--- src/source/decode_defines.svh ---
// width, register-count and NOP pattern macros for the decode stage
`ifndef DECODE_DEFINES_SVH
`define DECODE_DEFINES_SVH

// data path and instruction word width
`define WORD_WIDTH 16

// three bits pick one of eight registers
`define REG_SEL_WIDTH 3

// size of the register file
`define REG_COUNT 8

// opcode 00001 in bits 15:11 with every other bit zero
`define NOP_INSTR 16'h0800

`endif

--- src/source/decodePkg.sv ---
// opcode, ALU operation and format enums plus the decoded control bundle
`default_nettype none

package decodePkg;

	// five-bit primary opcodes, bits 15:11 of the instruction
	typedef enum logic [4:0] {
		OP_HALT    = 5'b00000,
		OP_NOP     = 5'b00001,
		OP_J       = 5'b00100,
		OP_JR      = 5'b00101,
		OP_JAL     = 5'b00110,
		OP_JALR    = 5'b00111,
		OP_ADDI    = 5'b01000,
		OP_SUBI    = 5'b01001,
		OP_XORI    = 5'b01010,
		OP_ANDNI   = 5'b01011,
		OP_ROLI    = 5'b10100,
		OP_SLLI    = 5'b10101,
		OP_RORI    = 5'b10110,
		OP_SRLI    = 5'b10111,
		OP_BEQZ    = 5'b01100,
		OP_BNEZ    = 5'b01101,
		OP_BLTZ    = 5'b01110,
		OP_BGEZ    = 5'b01111,
		OP_ST      = 5'b10000,
		OP_LD      = 5'b10001,
		OP_STU     = 5'b10011,
		OP_LBI     = 5'b11000,
		OP_SLBI    = 5'b10010,
		OP_BTR     = 5'b11001,
		// R-format groups with the function in bits 1:0
		OP_ALU_R   = 5'b11011,
		OP_SHIFT_R = 5'b11010,
		OP_SEQ     = 5'b11100,
		OP_SLT     = 5'b11101,
		OP_SLE     = 5'b11110,
		OP_SCO     = 5'b11111
	} opcodeE;

	// ALU operation handed to execute
	// first two groups line up with the R-format function bits
	typedef enum logic [3:0] {
		ALU_ADD   = 4'd0,
		ALU_SUB   = 4'd1,
		ALU_XOR   = 4'd2,
		ALU_ANDN  = 4'd3,
		ALU_ROL   = 4'd4,
		ALU_SLL   = 4'd5,
		ALU_ROR   = 4'd6,
		ALU_SRL   = 4'd7,
		ALU_SEQ   = 4'd8,
		ALU_SLT   = 4'd9,
		ALU_SLE   = 4'd10,
		ALU_SCO   = 4'd11,
		ALU_BTR   = 4'd12,
		ALU_PASSB = 4'd13,
		ALU_SLBI  = 4'd14
	} aluOpE;

	// instruction field layouts
	typedef enum logic [1:0] {
		IFMT1 = 2'd0,
		IFMT2 = 2'd1,
		RFMT  = 2'd2,
		JFMT  = 2'd3
	} formatE;

	// eleven decoded control flags plus the 4-bit ALU op
	typedef struct packed {
		logic  halt;
		logic  nop;
		logic  jal;
		logic  jr;
		logic  jump;
		logic  branch;
		logic  memToReg;
		logic  memRead;
		logic  memWrite;
		logic  aluSrc;
		logic  regWrite;
		aluOpE aluOp;
	} ctrlT;

endpackage

`default_nettype wire

--- src/source/rfReadIf.sv ---
// register file read interface with regFile, selector and consumer modports
`timescale 1ns/1ps
`default_nettype none

`include "decode_defines.svh"

interface rfReadIf;

	// Rs and Rt selectors
	logic [`REG_SEL_WIDTH-1:0] readSel1;
	logic [`REG_SEL_WIDTH-1:0] readSel2;

	// values read out with the bypass already applied
	logic [`WORD_WIDTH-1:0] readData1;
	logic [`WORD_WIDTH-1:0] readData2;

	// storage side
	modport regFile (input readSel1, readSel2, output readData1, readData2);

	// field decoder drives the selectors
	modport selector (output readSel1, readSel2);

	// branch resolver only needs the Rs value
	modport consumer (input readData1);

endinterface

`default_nettype wire

--- src/source/controlUnit.sv ---
// control unit that maps the opcode to flags and an ALU operation and forces NOP on stall
`timescale 1ns/1ps
`default_nettype none

`include "decode_defines.svh"

module controlUnit (
	input  wire [`WORD_WIDTH-1:0] instr,
	input  wire                   stall,
	output decodePkg::ctrlT       ctrl
);

	logic [`WORD_WIDTH-1:0] ctrlInstr;
	decodePkg::opcodeE      opcode;
	logic [1:0]             funct;

	// stall swaps in the NOP pattern before decoding
	assign ctrlInstr = stall ? `NOP_INSTR : instr;
	assign opcode    = decodePkg::opcodeE'(ctrlInstr[15:11]);
	// function field of the R-format groups
	assign funct     = ctrlInstr[1:0];

	always_comb begin
		// all flags low and add by default
		ctrl       = '0;
		ctrl.aluOp = decodePkg::ALU_ADD;
		case (opcode)
			decodePkg::OP_HALT: ctrl.halt = 1'b1;
			decodePkg::OP_NOP:  ctrl.nop  = 1'b1;
			// jumps
			decodePkg::OP_J: ctrl.jump = 1'b1;
			decodePkg::OP_JR: begin
				ctrl.jump = 1'b1;
				ctrl.jr   = 1'b1;
			end
			decodePkg::OP_JAL: begin
				ctrl.jump     = 1'b1;
				ctrl.jal      = 1'b1;
				// link value goes to r7
				ctrl.regWrite = 1'b1;
			end
			decodePkg::OP_JALR: begin
				ctrl.jump     = 1'b1;
				ctrl.jr       = 1'b1;
				ctrl.jal      = 1'b1;
				ctrl.regWrite = 1'b1;
			end
			// immediate arithmetic and logic
			decodePkg::OP_ADDI, decodePkg::OP_SUBI, decodePkg::OP_XORI,
			decodePkg::OP_ANDNI: begin
				ctrl.aluSrc   = 1'b1;
				ctrl.regWrite = 1'b1;
				// low two opcode bits pick add, sub, xor, andn
				ctrl.aluOp    = decodePkg::aluOpE'({2'b00, ctrlInstr[12:11]});
			end
			// immediate rotates and shifts
			decodePkg::OP_ROLI, decodePkg::OP_SLLI, decodePkg::OP_RORI,
			decodePkg::OP_SRLI: begin
				ctrl.aluSrc   = 1'b1;
				ctrl.regWrite = 1'b1;
				ctrl.aluOp    = decodePkg::aluOpE'({2'b01, ctrlInstr[12:11]});
			end
			// branches only steer the PC
			decodePkg::OP_BEQZ, decodePkg::OP_BNEZ, decodePkg::OP_BLTZ,
			decodePkg::OP_BGEZ: ctrl.branch = 1'b1;
			// memory ops take the address as Rs plus immediate
			decodePkg::OP_ST: begin
				ctrl.memWrite = 1'b1;
				ctrl.aluSrc   = 1'b1;
			end
			decodePkg::OP_LD: begin
				ctrl.memRead  = 1'b1;
				ctrl.memToReg = 1'b1;
				ctrl.aluSrc   = 1'b1;
				ctrl.regWrite = 1'b1;
			end
			decodePkg::OP_STU: begin
				// store and then write the address back to Rs
				ctrl.memWrite = 1'b1;
				ctrl.aluSrc   = 1'b1;
				ctrl.regWrite = 1'b1;
			end
			decodePkg::OP_LBI: begin
				ctrl.aluSrc   = 1'b1;
				ctrl.regWrite = 1'b1;
				ctrl.aluOp    = decodePkg::ALU_PASSB;
			end
			decodePkg::OP_SLBI: begin
				ctrl.aluSrc   = 1'b1;
				ctrl.regWrite = 1'b1;
				ctrl.aluOp    = decodePkg::ALU_SLBI;
			end
			decodePkg::OP_BTR: begin
				ctrl.regWrite = 1'b1;
				ctrl.aluOp    = decodePkg::ALU_BTR;
			end
			// register-register groups where the function bits pick the op
			decodePkg::OP_ALU_R: begin
				ctrl.regWrite = 1'b1;
				ctrl.aluOp    = decodePkg::aluOpE'({2'b00, funct});
			end
			decodePkg::OP_SHIFT_R: begin
				ctrl.regWrite = 1'b1;
				ctrl.aluOp    = decodePkg::aluOpE'({2'b01, funct});
			end
			// set-on-compare and carry-out
			decodePkg::OP_SEQ, decodePkg::OP_SLT, decodePkg::OP_SLE,
			decodePkg::OP_SCO: begin
				ctrl.regWrite = 1'b1;
				ctrl.aluOp    = decodePkg::aluOpE'({2'b10, ctrlInstr[12:11]});
			end
			// unknown opcodes decode as nop
			default: ctrl.nop = 1'b1;
		endcase
	end

endmodule

`default_nettype wire

--- src/source/fieldDecoder.sv ---
// field decoder for the format class, register selectors and extended immediate
`timescale 1ns/1ps
`default_nettype none

`include "decode_defines.svh"

module fieldDecoder (
	input  wire [`WORD_WIDTH-1:0]     instr,
	rfReadIf.selector                 rd,
	output logic [`REG_SEL_WIDTH-1:0] writeRegSel,
	output logic [`WORD_WIDTH-1:0]    immed
);

	decodePkg::opcodeE opcode;
	decodePkg::formatE fmt;
	// 5-bit logic and shift immediates are unsigned
	logic              zeroExt5;

	assign opcode = decodePkg::opcodeE'(instr[15:11]);

	// Rs and Rt sit at fixed positions in every format
	assign rd.readSel1 = instr[10:8];
	assign rd.readSel2 = instr[7:5];

	// format from opcode
	always_comb begin
		case (opcode)
			decodePkg::OP_ADDI, decodePkg::OP_SUBI, decodePkg::OP_XORI,
			decodePkg::OP_ANDNI, decodePkg::OP_ROLI, decodePkg::OP_SLLI,
			decodePkg::OP_RORI, decodePkg::OP_SRLI, decodePkg::OP_ST,
			decodePkg::OP_LD, decodePkg::OP_STU: fmt = decodePkg::IFMT1;
			decodePkg::OP_BEQZ, decodePkg::OP_BNEZ, decodePkg::OP_BLTZ,
			decodePkg::OP_BGEZ, decodePkg::OP_LBI, decodePkg::OP_SLBI,
			decodePkg::OP_JR, decodePkg::OP_JALR: fmt = decodePkg::IFMT2;
			decodePkg::OP_BTR, decodePkg::OP_ALU_R, decodePkg::OP_SHIFT_R,
			decodePkg::OP_SEQ, decodePkg::OP_SLT, decodePkg::OP_SLE,
			decodePkg::OP_SCO: fmt = decodePkg::RFMT;
			// J, JAL, halt, nop and anything unknown
			default: fmt = decodePkg::JFMT;
		endcase
	end

	assign zeroExt5 = (opcode == decodePkg::OP_XORI) || (opcode == decodePkg::OP_ANDNI) ||
		(opcode == decodePkg::OP_ROLI) || (opcode == decodePkg::OP_SLLI) ||
		(opcode == decodePkg::OP_RORI) || (opcode == decodePkg::OP_SRLI);

	// destination register
	always_comb begin
		case (opcode)
			// link register
			decodePkg::OP_JAL, decodePkg::OP_JALR: writeRegSel = 3'd7;
			// these write back into Rs
			decodePkg::OP_LBI, decodePkg::OP_SLBI, decodePkg::OP_STU: writeRegSel = instr[10:8];
			default: begin
				case (fmt)
					decodePkg::IFMT1: writeRegSel = instr[7:5];
					decodePkg::RFMT:  writeRegSel = instr[4:2];
					default:          writeRegSel = instr[10:8];
				endcase
			end
		endcase
	end

	// immediate extension per format
	always_comb begin
		case (fmt)
			decodePkg::IFMT1: begin
				immed = zeroExt5 ? {{(`WORD_WIDTH-5){1'b0}}, instr[4:0]}
					: {{(`WORD_WIDTH-5){instr[4]}}, instr[4:0]};
			end
			decodePkg::IFMT2: begin
				// SLBI alone shifts in an unsigned byte
				immed = (opcode == decodePkg::OP_SLBI) ? {{(`WORD_WIDTH-8){1'b0}}, instr[7:0]}
					: {{(`WORD_WIDTH-8){instr[7]}}, instr[7:0]};
			end
			// 11-bit jump displacement
			decodePkg::JFMT: immed = {{(`WORD_WIDTH-11){instr[10]}}, instr[10:0]};
			// no immediate in R format
			default: immed = '0;
		endcase
	end

endmodule

`default_nettype wire

--- src/source/regFileBypass.sv ---
// eight-word register file with async clear and write-to-read bypass
`timescale 1ns/1ps
`default_nettype none

`include "decode_defines.svh"

module regFileBypass (
	input  wire                      clk,
	input  wire                      rstN,
	input  wire                      wrEn,
	input  wire [`REG_SEL_WIDTH-1:0] wrSel,
	input  wire [`WORD_WIDTH-1:0]    wrData,
	rfReadIf.regFile                 rd
);

	logic [`WORD_WIDTH-1:0] regs [`REG_COUNT];
	// same-cycle hit on each read port
	logic                   hit1;
	logic                   hit2;

	// clear on reset and write on the rising edge
	always_ff @(posedge clk or negedge rstN) begin
		if (!rstN) begin
			for (int i = 0; i < `REG_COUNT; i++) begin
				regs[i] <= '0;
			end
		end else if (wrEn) begin
			regs[wrSel] <= wrData;
		end
	end

	assign hit1 = wrEn && (wrSel == rd.readSel1);
	assign hit2 = wrEn && (wrSel == rd.readSel2);

	// pending write wins over the stored word
	assign rd.readData1 = hit1 ? wrData : regs[rd.readSel1];
	assign rd.readData2 = hit2 ? wrData : regs[rd.readSel2];

endmodule

`default_nettype wire

--- src/source/branchResolver.sv ---
// branch resolver for conditions, jump targets, next PC and flush
`timescale 1ns/1ps
`default_nettype none

`include "decode_defines.svh"

module branchResolver (
	input  wire decodePkg::ctrlT     ctrl,
	input  wire [`WORD_WIDTH-1:0]    instr,
	input  wire [`WORD_WIDTH-1:0]    pcIncr,
	input  wire [`WORD_WIDTH-1:0]    immed,
	rfReadIf.consumer                rd,
	output logic [`WORD_WIDTH-1:0]   pcNext,
	output logic                     flush
);

	decodePkg::opcodeE      opcode;
	logic [`WORD_WIDTH-1:0] rsVal;
	logic                   condTrue;
	// PC-relative and register-relative targets
	logic [`WORD_WIDTH-1:0] relTarget;
	logic [`WORD_WIDTH-1:0] regTarget;

	assign opcode = decodePkg::opcodeE'(instr[15:11]);
	assign rsVal  = rd.readData1;

	// condition tests on Rs
	always_comb begin
		case (opcode)
			decodePkg::OP_BEQZ: condTrue = (rsVal == '0);
			decodePkg::OP_BNEZ: condTrue = (rsVal != '0);
			// sign bit for the signed tests
			decodePkg::OP_BLTZ: condTrue = rsVal[`WORD_WIDTH-1];
			decodePkg::OP_BGEZ: condTrue = !rsVal[`WORD_WIDTH-1];
			default:            condTrue = 1'b0;
		endcase
	end

	assign relTarget = pcIncr + immed;
	assign regTarget = rsVal + immed;

	// JR and JALR use Rs while J, JAL and taken branches use pcIncr
	always_comb begin
		if (ctrl.jump && ctrl.jr) begin
			pcNext = regTarget;
		end else if (ctrl.jump || (ctrl.branch && condTrue)) begin
			pcNext = relTarget;
		end else begin
			pcNext = pcIncr;
		end
	end

	// fall-through was fetched, so any redirect needs a flush
	assign flush = (ctrl.branch || ctrl.jump) && (pcNext != pcIncr);

endmodule

`default_nettype wire

--- src/source/decodeStage.sv ---
// decode stage top level wiring the control, field, register file and branch blocks
`timescale 1ns/1ps
`default_nettype none

`include "decode_defines.svh"

module decodeStage (
	input  wire                       clk,
	input  wire                       rstN,
	input  wire [`WORD_WIDTH-1:0]     instr,
	input  wire [`WORD_WIDTH-1:0]     pcIncr,
	input  wire                       stall,
	// writeback port from the later stages
	input  wire                       wbWriteEn,
	input  wire [`REG_SEL_WIDTH-1:0]  wbWriteSel,
	input  wire [`WORD_WIDTH-1:0]     wbWriteData,
	output logic                      isHalt,
	output logic                      isNop,
	output logic                      isJal,
	output logic                      isJr,
	output logic                      isJump,
	output logic                      isBranch,
	output logic                      isMemToReg,
	output logic                      isMemRead,
	output logic                      isMemWrite,
	output logic                      aluSrc,
	output logic                      isRegWrite,
	output logic [3:0]                aluOp,
	output logic [`WORD_WIDTH-1:0]    immed,
	output logic [`WORD_WIDTH-1:0]    readData1,
	output logic [`WORD_WIDTH-1:0]    readData2,
	output logic [`REG_SEL_WIDTH-1:0] readSel1,
	output logic [`REG_SEL_WIDTH-1:0] readSel2,
	output logic [`REG_SEL_WIDTH-1:0] writeRegSel,
	output logic [`WORD_WIDTH-1:0]    pcNext,
	output logic                      flush
);

	decodePkg::ctrlT ctrl;
	rfReadIf         rdIf ();

	controlUnit u_controlUnit (.instr(instr), .stall(stall), .ctrl(ctrl));

	// selectors and immediate come from instr even under stall
	fieldDecoder u_fieldDecoder (.instr(instr), .rd(rdIf), .writeRegSel(writeRegSel),
		.immed(immed));

	regFileBypass u_regFile (.clk(clk), .rstN(rstN), .wrEn(wbWriteEn), .wrSel(wbWriteSel),
		.wrData(wbWriteData), .rd(rdIf));

	branchResolver u_branchResolver (.ctrl(ctrl), .instr(instr), .pcIncr(pcIncr),
		.immed(immed), .rd(rdIf), .pcNext(pcNext), .flush(flush));

	// control bundle onto flat ports
	assign isHalt     = ctrl.halt;
	assign isNop      = ctrl.nop;
	assign isJal      = ctrl.jal;
	assign isJr       = ctrl.jr;
	assign isJump     = ctrl.jump;
	assign isBranch   = ctrl.branch;
	assign isMemToReg = ctrl.memToReg;
	assign isMemRead  = ctrl.memRead;
	assign isMemWrite = ctrl.memWrite;
	assign aluSrc     = ctrl.aluSrc;
	assign isRegWrite = ctrl.regWrite;
	assign aluOp      = ctrl.aluOp;

	// register file read side
	assign readSel1  = rdIf.readSel1;
	assign readSel2  = rdIf.readSel2;
	assign readData1 = rdIf.readData1;
	assign readData2 = rdIf.readData2;

endmodule

`default_nettype wire

--- config.mk ---
export PLATFORM = sky130hd
export DESIGN_NAME = decodeStage
export DESIGN_NICKNAME = d
export VERILOG_FILES = /design/src/source/decodePkg.sv /design/src/source/rfReadIf.sv /design/src/source/controlUnit.sv /design/src/source/fieldDecoder.sv /design/src/source/regFileBypass.sv /design/src/source/branchResolver.sv /design/src/source/decodeStage.sv
export VERILOG_INCLUDE_DIRS = /design/src /design/src/source
export SDC_FILE = /design/constraint.sdc
export NUM_CORES = 1
export LEC_CHECK = 0
export BUFFER_PORTS_ARGS = -buffer_cell sky130_fd_sc_hd__buf_2
export CORE_MARGIN = 3
export CORE_UTILIZATION = 55
export DETAILED_ROUTE_END_ITERATION = 8
export GPL_ROUTABILITY_DRIVEN = 0
export GPL_TIMING_DRIVEN = 0
export HOLD_SLACK_MARGIN = 0.05
export PLACE_DENSITY = 0.78
export SYNTH_ARGS = -nofsm -noshare
export SYNTH_HDL_FRONTEND = slang
export SYNTH_SLANG_ARGS = --single-unit
--- constraint.sdc ---
create_clock -name clk -period 17.5 [get_ports clk]
set_input_delay 3.5 -clock clk [delete_from_list [all_inputs] [get_ports clk]]
set_output_delay 3.5 -clock clk [all_outputs]
set_load 0.1 [all_outputs]
---- After elaboration in Yosys (flattened, before gate mapping) ----
Memories as Yosys holds them, arrays and structs flattened.
Cells that the tools add are included.
cells by class
  $add $sub $neg .......................... 2
  multiply operators ...................... 0
  div/mod/pow operators ................... 0
  $lt $le $gt $ge ......................... 4
  eq/ne operators ......................... 49
  shift-type cells ........................ 0
  multiplexer cells ....................... 31
  bitwise logic cells ..................... 3
  reduce and logical (&&, ||, !) cells .... 31
operators by type and width
  cell                                            number
  2-to-1 mux 16 bit                               12
  bitwise mux 128 bit                             1
  == test 5 bit (second input constant)           23
  binary-select mux 16 bit (select 3 bit)         2
  == test 5 x 4 -> 1 bit (second input constant)  14
  demux 16 bit (select 3 bit)                     1
  case mux 16 bit (3 select lines)                1
  adder 16 bit                                    2
  case mux 4 bit (8 select lines)                 1
  == test 5 x 3 -> 1 bit (second input constant)  6
  OR reduction 29 bit                             1
  OR reduction 21 bit                             1
  OR reduction 4 bit                              5
  zero test 16 bit                                1
  inequality test 16 bit                          1
  nonzero test 16 bit                             1
  OR reduction 13 bit                             1
  >= comparator 4 bit (second input constant)     3
  inverter 3 -> 4 bit                             3
  case mux 3 bit (2 select lines)                 2
  2-to-1 mux 1 bit                                9
  OR reduction 2 bit                              4
  logical OR 1 bit                                7
  == test 3 bit                                   2
  other kinds (10)                                16
storage, ports and cells
  register bits after elaboration ......... 128
  latch bits .............................. 0
  memory bits (writable) .................. 0
  bits in read-only memories .............. 64
  logic and storage cells ................. 129
  memories ................................ 1
memories
  name              depth  width  rd ports  clocked after Yosys merged registers in  wr ports  RTL line            RTL
  (name not given)  32     2      1         0                                        0         fieldDecoder.sv:27  case (opcode)

---- Logic depth before layout (Yosys ltp) ----
  word-level depth ........................ 13
  mapped depth ............................ 20

---- By module ----
Synthesis repeated with hierarchy kept, for this count alone.
unflattened totals
  cells, all modules ...................... 916
  area, all modules ....................... 10841.6 um^2
modules (own cells, without submodules)
  module          times used  cells each  area each (um^2)  seq. area each (um^2)
  regFileBypass   1           452         7526.0            3203.1
  branchResolver  1           338         2478.6            0.0
  fieldDecoder    1           79          505.5             0.0
  controlUnit     1           47          331.6             0.0

---- Worst setup path before layout ----
OpenSTA, ideal clock, no wires.
  path type ............................... input port to output port
  from .................................... in instr[14]
  to ...................................... out flush
  data arrival time ....................... 11.162 ns
  required time ........................... 14.000 ns
  setup slack ............................. 2.838 ns
  stages on the path ...................... 14
  cells stage by stage .................... clkbuf_1 > nor3b_1 > a31oi_1 > o311ai_1 > ha_1 > clkbuf_1 > a41o_1 > a211o_1 > nor4_1 > nor3_1 > xnor2_1 > xor2_1 > nor4b_1 > o211ai_1
between the ends
  longest elaborated chain between the ends .. 13
ends and longest elaborated chain
  item                                                         RTL line              RTL
  from (decl)                                                  decodeStage.sv:10     input wire [`WORD_WIDTH-1:0] instr,
  branches (longest 7 deep; another with memory (32 x 2 bit))  -
  case mux 16 bit (3 select lines) (*)                         fieldDecoder.sv:66    case (fmt)
  named net immed[10]                                          decodeStage.sv:29     output logic [`WORD_WIDTH-1:0] immed,
  adder 16 bit                                                 branchResolver.sv:39  assign relTarget = pcIncr + immed;
  2-to-1 mux 16 bit                                            branchResolver.sv:46  end else if (ctrl.jump || (ctrl.branch && condTrue)) begin
  2-to-1 mux 16 bit (*)                                        branchResolver.sv:44  if (ctrl.jump && ctrl.jr) begin
  inequality test 16 bit (*)                                   branchResolver.sv:54  assign flush = (ctrl.branch || ctrl.jump) && (pcNext != pcIncr);
  logical AND 1 bit (*)                                        branchResolver.sv:54
  to (decl)                                                    decodeStage.sv:36     output logic flush
Mark *: on every way through the listed nets, which the timed path passes.

---- Worst setup path after layout ----
  from .................................... in instr[10]
  to ...................................... out flush
between the ends
  longest elaborated chain between the ends .. 13
ends and longest elaborated chain
  item                                                   RTL line
  branches (longest 10 deep; another with adder 16 bit)  -
  2-to-1 mux 16 bit (*)                                  branchResolver.sv:44
  inequality test 16 bit (*)                             branchResolver.sv:54
  logical AND 1 bit (*)                                  branchResolver.sv:54
Mark *: on every way between the ends. The select of a mux whose other input is x is not followed.

==> flow_summary.yaml <==
logic_synthesis:
  ys_warn_count: 0
  synthCells: 1009
  ys_seq_area_frac: 0.303
  synth_cell_types: 77
  ys_seq_elements: 128
  ys_async_sr_fraction: 1.00
  yosysTopAreaCell: "dfrtp_1"
  synth_edf_count: 0
  dominantRegCellSynth: "dfrtp_1"
  synth_nets: 1096
  syn_area_um2: 10600
  synth_area_leaders: "dfrtp_1 30%, mux2_2 15%, mux4_2 13%"
  synth_top_area_frac: 0.303
  avgSynthCellArea_um2: 10.5
floorplanning:
  dieArea_um2: 20900
  die_w_um: 145
  core-area_um2: 18800
  io_pins: 144
  dieHeight_um: 145
  initial_utilization: 0.562
  placementRows: 50
clock_tree:
  clk_latency_ns: 0.41
  cts_setup_buffers: 0
  htree_num_levels: 4
  clk_pin_slew_ns: 0.05
  cts_buffers: 17
  root_buffer: "clkbuf_16"
  clock_path_buffers: 2
  cts_resized: 0
  cts_tree: "yes"
  cts_hold_buf: 0
  clock-sinks: 128
route:
  viasPerCell: 6.53
  wl_per_cell_um: 22.7
  ant_nets: 0
  initialDrtViolationCount: 1002
  drc: 0
  vias: 9356
  wirelength_mm: 32.5
  dr.pass1.iters: 5
worst_setup_path:
  crit_required_ns: 14.00
  reg2reg_setup_slack_ns: 16.67
  rr_worst_depth: 1
  worst_path_most_repeated_cell: "buf_2"
  cpPeakStageDelay_ns: 0.72
  crit_type: "in2out"
  cp-end-kind: "output port"
  cp_num_cells: 20
  slowest_stage: "a2111oi_0"
  startpoint_type: "input port"
  crit_fanout: 10
  reg2reg_from: "u_regFile.regs[70]$_DFFE_PN0P_"
  critPathArrivalTime_ns: 9.22
  worst-path-buf-inv: 6
  reg2reg_to: "u_regFile.regs[70]$_DFFE_PN0P_"
  cp_cell_sequence: "buf_2 -> buf_2 -> xnor2_1 -> nand4_1 -> buf_2 -> clkbuf_1 -> nor2_1 -> a21oi_1 -> ha_1 -> clkbuf_1 -> or3_1 -> o221ai_1 -> a2111oi_0 -> nor4_1 -> nor3_1 -> xnor2_1 -> xor2_1 -> nor4b_1 -> o211ai_1 -> buf_2"
  crit_family: "buffers and inverters"
layout:
  nets: 1246
  layout_commonest_cell: "mux2_2"
  final_cell_mix: "137 x mux2_2, 136 x buf_2, 128 x dfrtp_1, 75 x nor2_1, 65 x clkbuf_1"
  areaGrowthSynthToFinish_pct: 15.2
  largest_reg_flops: 128
  drive_gt1_frac: 0.338
  top_regs: "u_regFile.regs x128"
  largest-register: "u_regFile.regs"
  utilization: 0.647
global_route:
  grt_util_all_layers: 0.313
  overflow: 0
  grt_pass1_vias: 9126
  grt_use_met1: 0.383
  grt_first_pass_wirelength_mm: 49.9
  grt_max_degree: 91
  grtUsageMet3: 0.0647
  grt-busiest-layer: "met2"
  antenna_found_initial: 0
  use_met2: 0.527
min_path:
  whs_endpoint: "u_regFile.regs[54]$_DFFE_PN0P_"
  hp-start: "u_regFile.regs[54]$_DFFE_PN0P_"
  min_path_type: "reg2reg"
  whs_path_depth: 1
placed_design:
  hpwl_mm: 23.1
  dpl_worst_slack_ns: 5.01
  io_buffers: 129
sta:
  finalHoldViolCount: 0
  final.setup.tns_ns: 0
  setup_slack_ns: 4.78
  maxSlewHeadroom: 0.0237
  setup_viol: 0
  maxSlewViolCount: 0
  fin_crit_sh: 0.727
  max_freq_mhz: 78.6
  clock_skew_ns: 0
  grt_setup_unrepaired: "false"
  tightest_slew_ns: 1.45
  fin_crit_ns: 12.72
pwr:
  leakagePower_nw: 5.35
  ir_drop_mv: 0.0891
  p_total_mw: 1.52
  p_per_area_nw_per_um2: 125
status:
  status: "completed"
flow_run:
  drv_cap: 0
==> report_power, final <==
part / switching [mW] / leakage [nW] / internal (mW) / total [mW]
Combinational: 0.498 / 3.54 / 0.257 / 0.756
Clock: 0.133 / 0.279 / 0.216 / 0.348
Sequential: 0.0564 / 1.54 / 0.362 / 0.418
==> per-layer routing <==
| layer | up-vias | part of all wire |
|---|---|---|
| li1 | 4113 | - |
| met1 | 4584 | 0.37 |
| met2 | 535 | 0.48 |
| met3 | 124 | 0.097 |
| met4 | 0 | 0.052 |
| met5 | - | 0 |
==> cell families after synthesis <==
kind of cell	Yosys count	share of synthesized area
muxes	255	0.328
buffers and inverters	119	0.0514
xor gates and xnor gates	49	0.0433
AOI/OAI and AO/OA	186	0.119
and+or+nand+nor	240	0.116
adders and majority gates	32	0.0393
DFF	128	0.303
==> cells in the mapped netlist, types with 8 or more instances <==
library cell  instances
nor4_1               13
inv_1                21
o21ai_0              22
nand2b_1             12
xor2_1               14
clkbuf_1             63
mux2_2              137
nand2_1              34
nor3b_1              10
dfrtp_1             128
nor3_1               26
xnor2_1              33
ha_1                 30
buf_2                 8
o211ai_1             11
nor2_1               75
nand3_1              18
mux2i_1              58
mux4_2               60
buf_4                16
and3_1                8
a21o_1               19
a21oi_1              54
==> how the worst max path moves through the flow <==
stage                   start     to  slack [ns]
finish              instr[10]  flush        4.78
global route        instr[10]  flush        4.64
CTS                 instr[10]  flush        5.00
detailed placement   instr[8]  flush        5.01
global placement    instr[15]  flush        4.47
floorplan           instr[14]  flush        2.84
==> metrics by stage <==
step | hold slack, ns | area (um^2) | cells
floorplan | 0.491 | 10600 | 1009
global placement | 0.504 | 11500 | 1398
detailed placement | 0.513 | 11600 | 1399
CTS | 0.525 | 12200 | 1430
global route | 0.542 | 12200 | 1431
finish | 0.529 | 12200 | 1432
==> cell type report <==
type / instances / area [um^2]
diodes: 1 / 2.50
plain buffers: 97 / 462
clock buffers: 21 / 460
clock inverters: 10 / 113
fillers: 1461 / 6640
inverters: 22 / 82.6
multi-input cells: 762 / 6860
flip-flops and latches: 128 / 3200
well taps: 260 / 325
repair buffers: 131 / 684
Note: power is estimated with default switching activity, not from simulation.
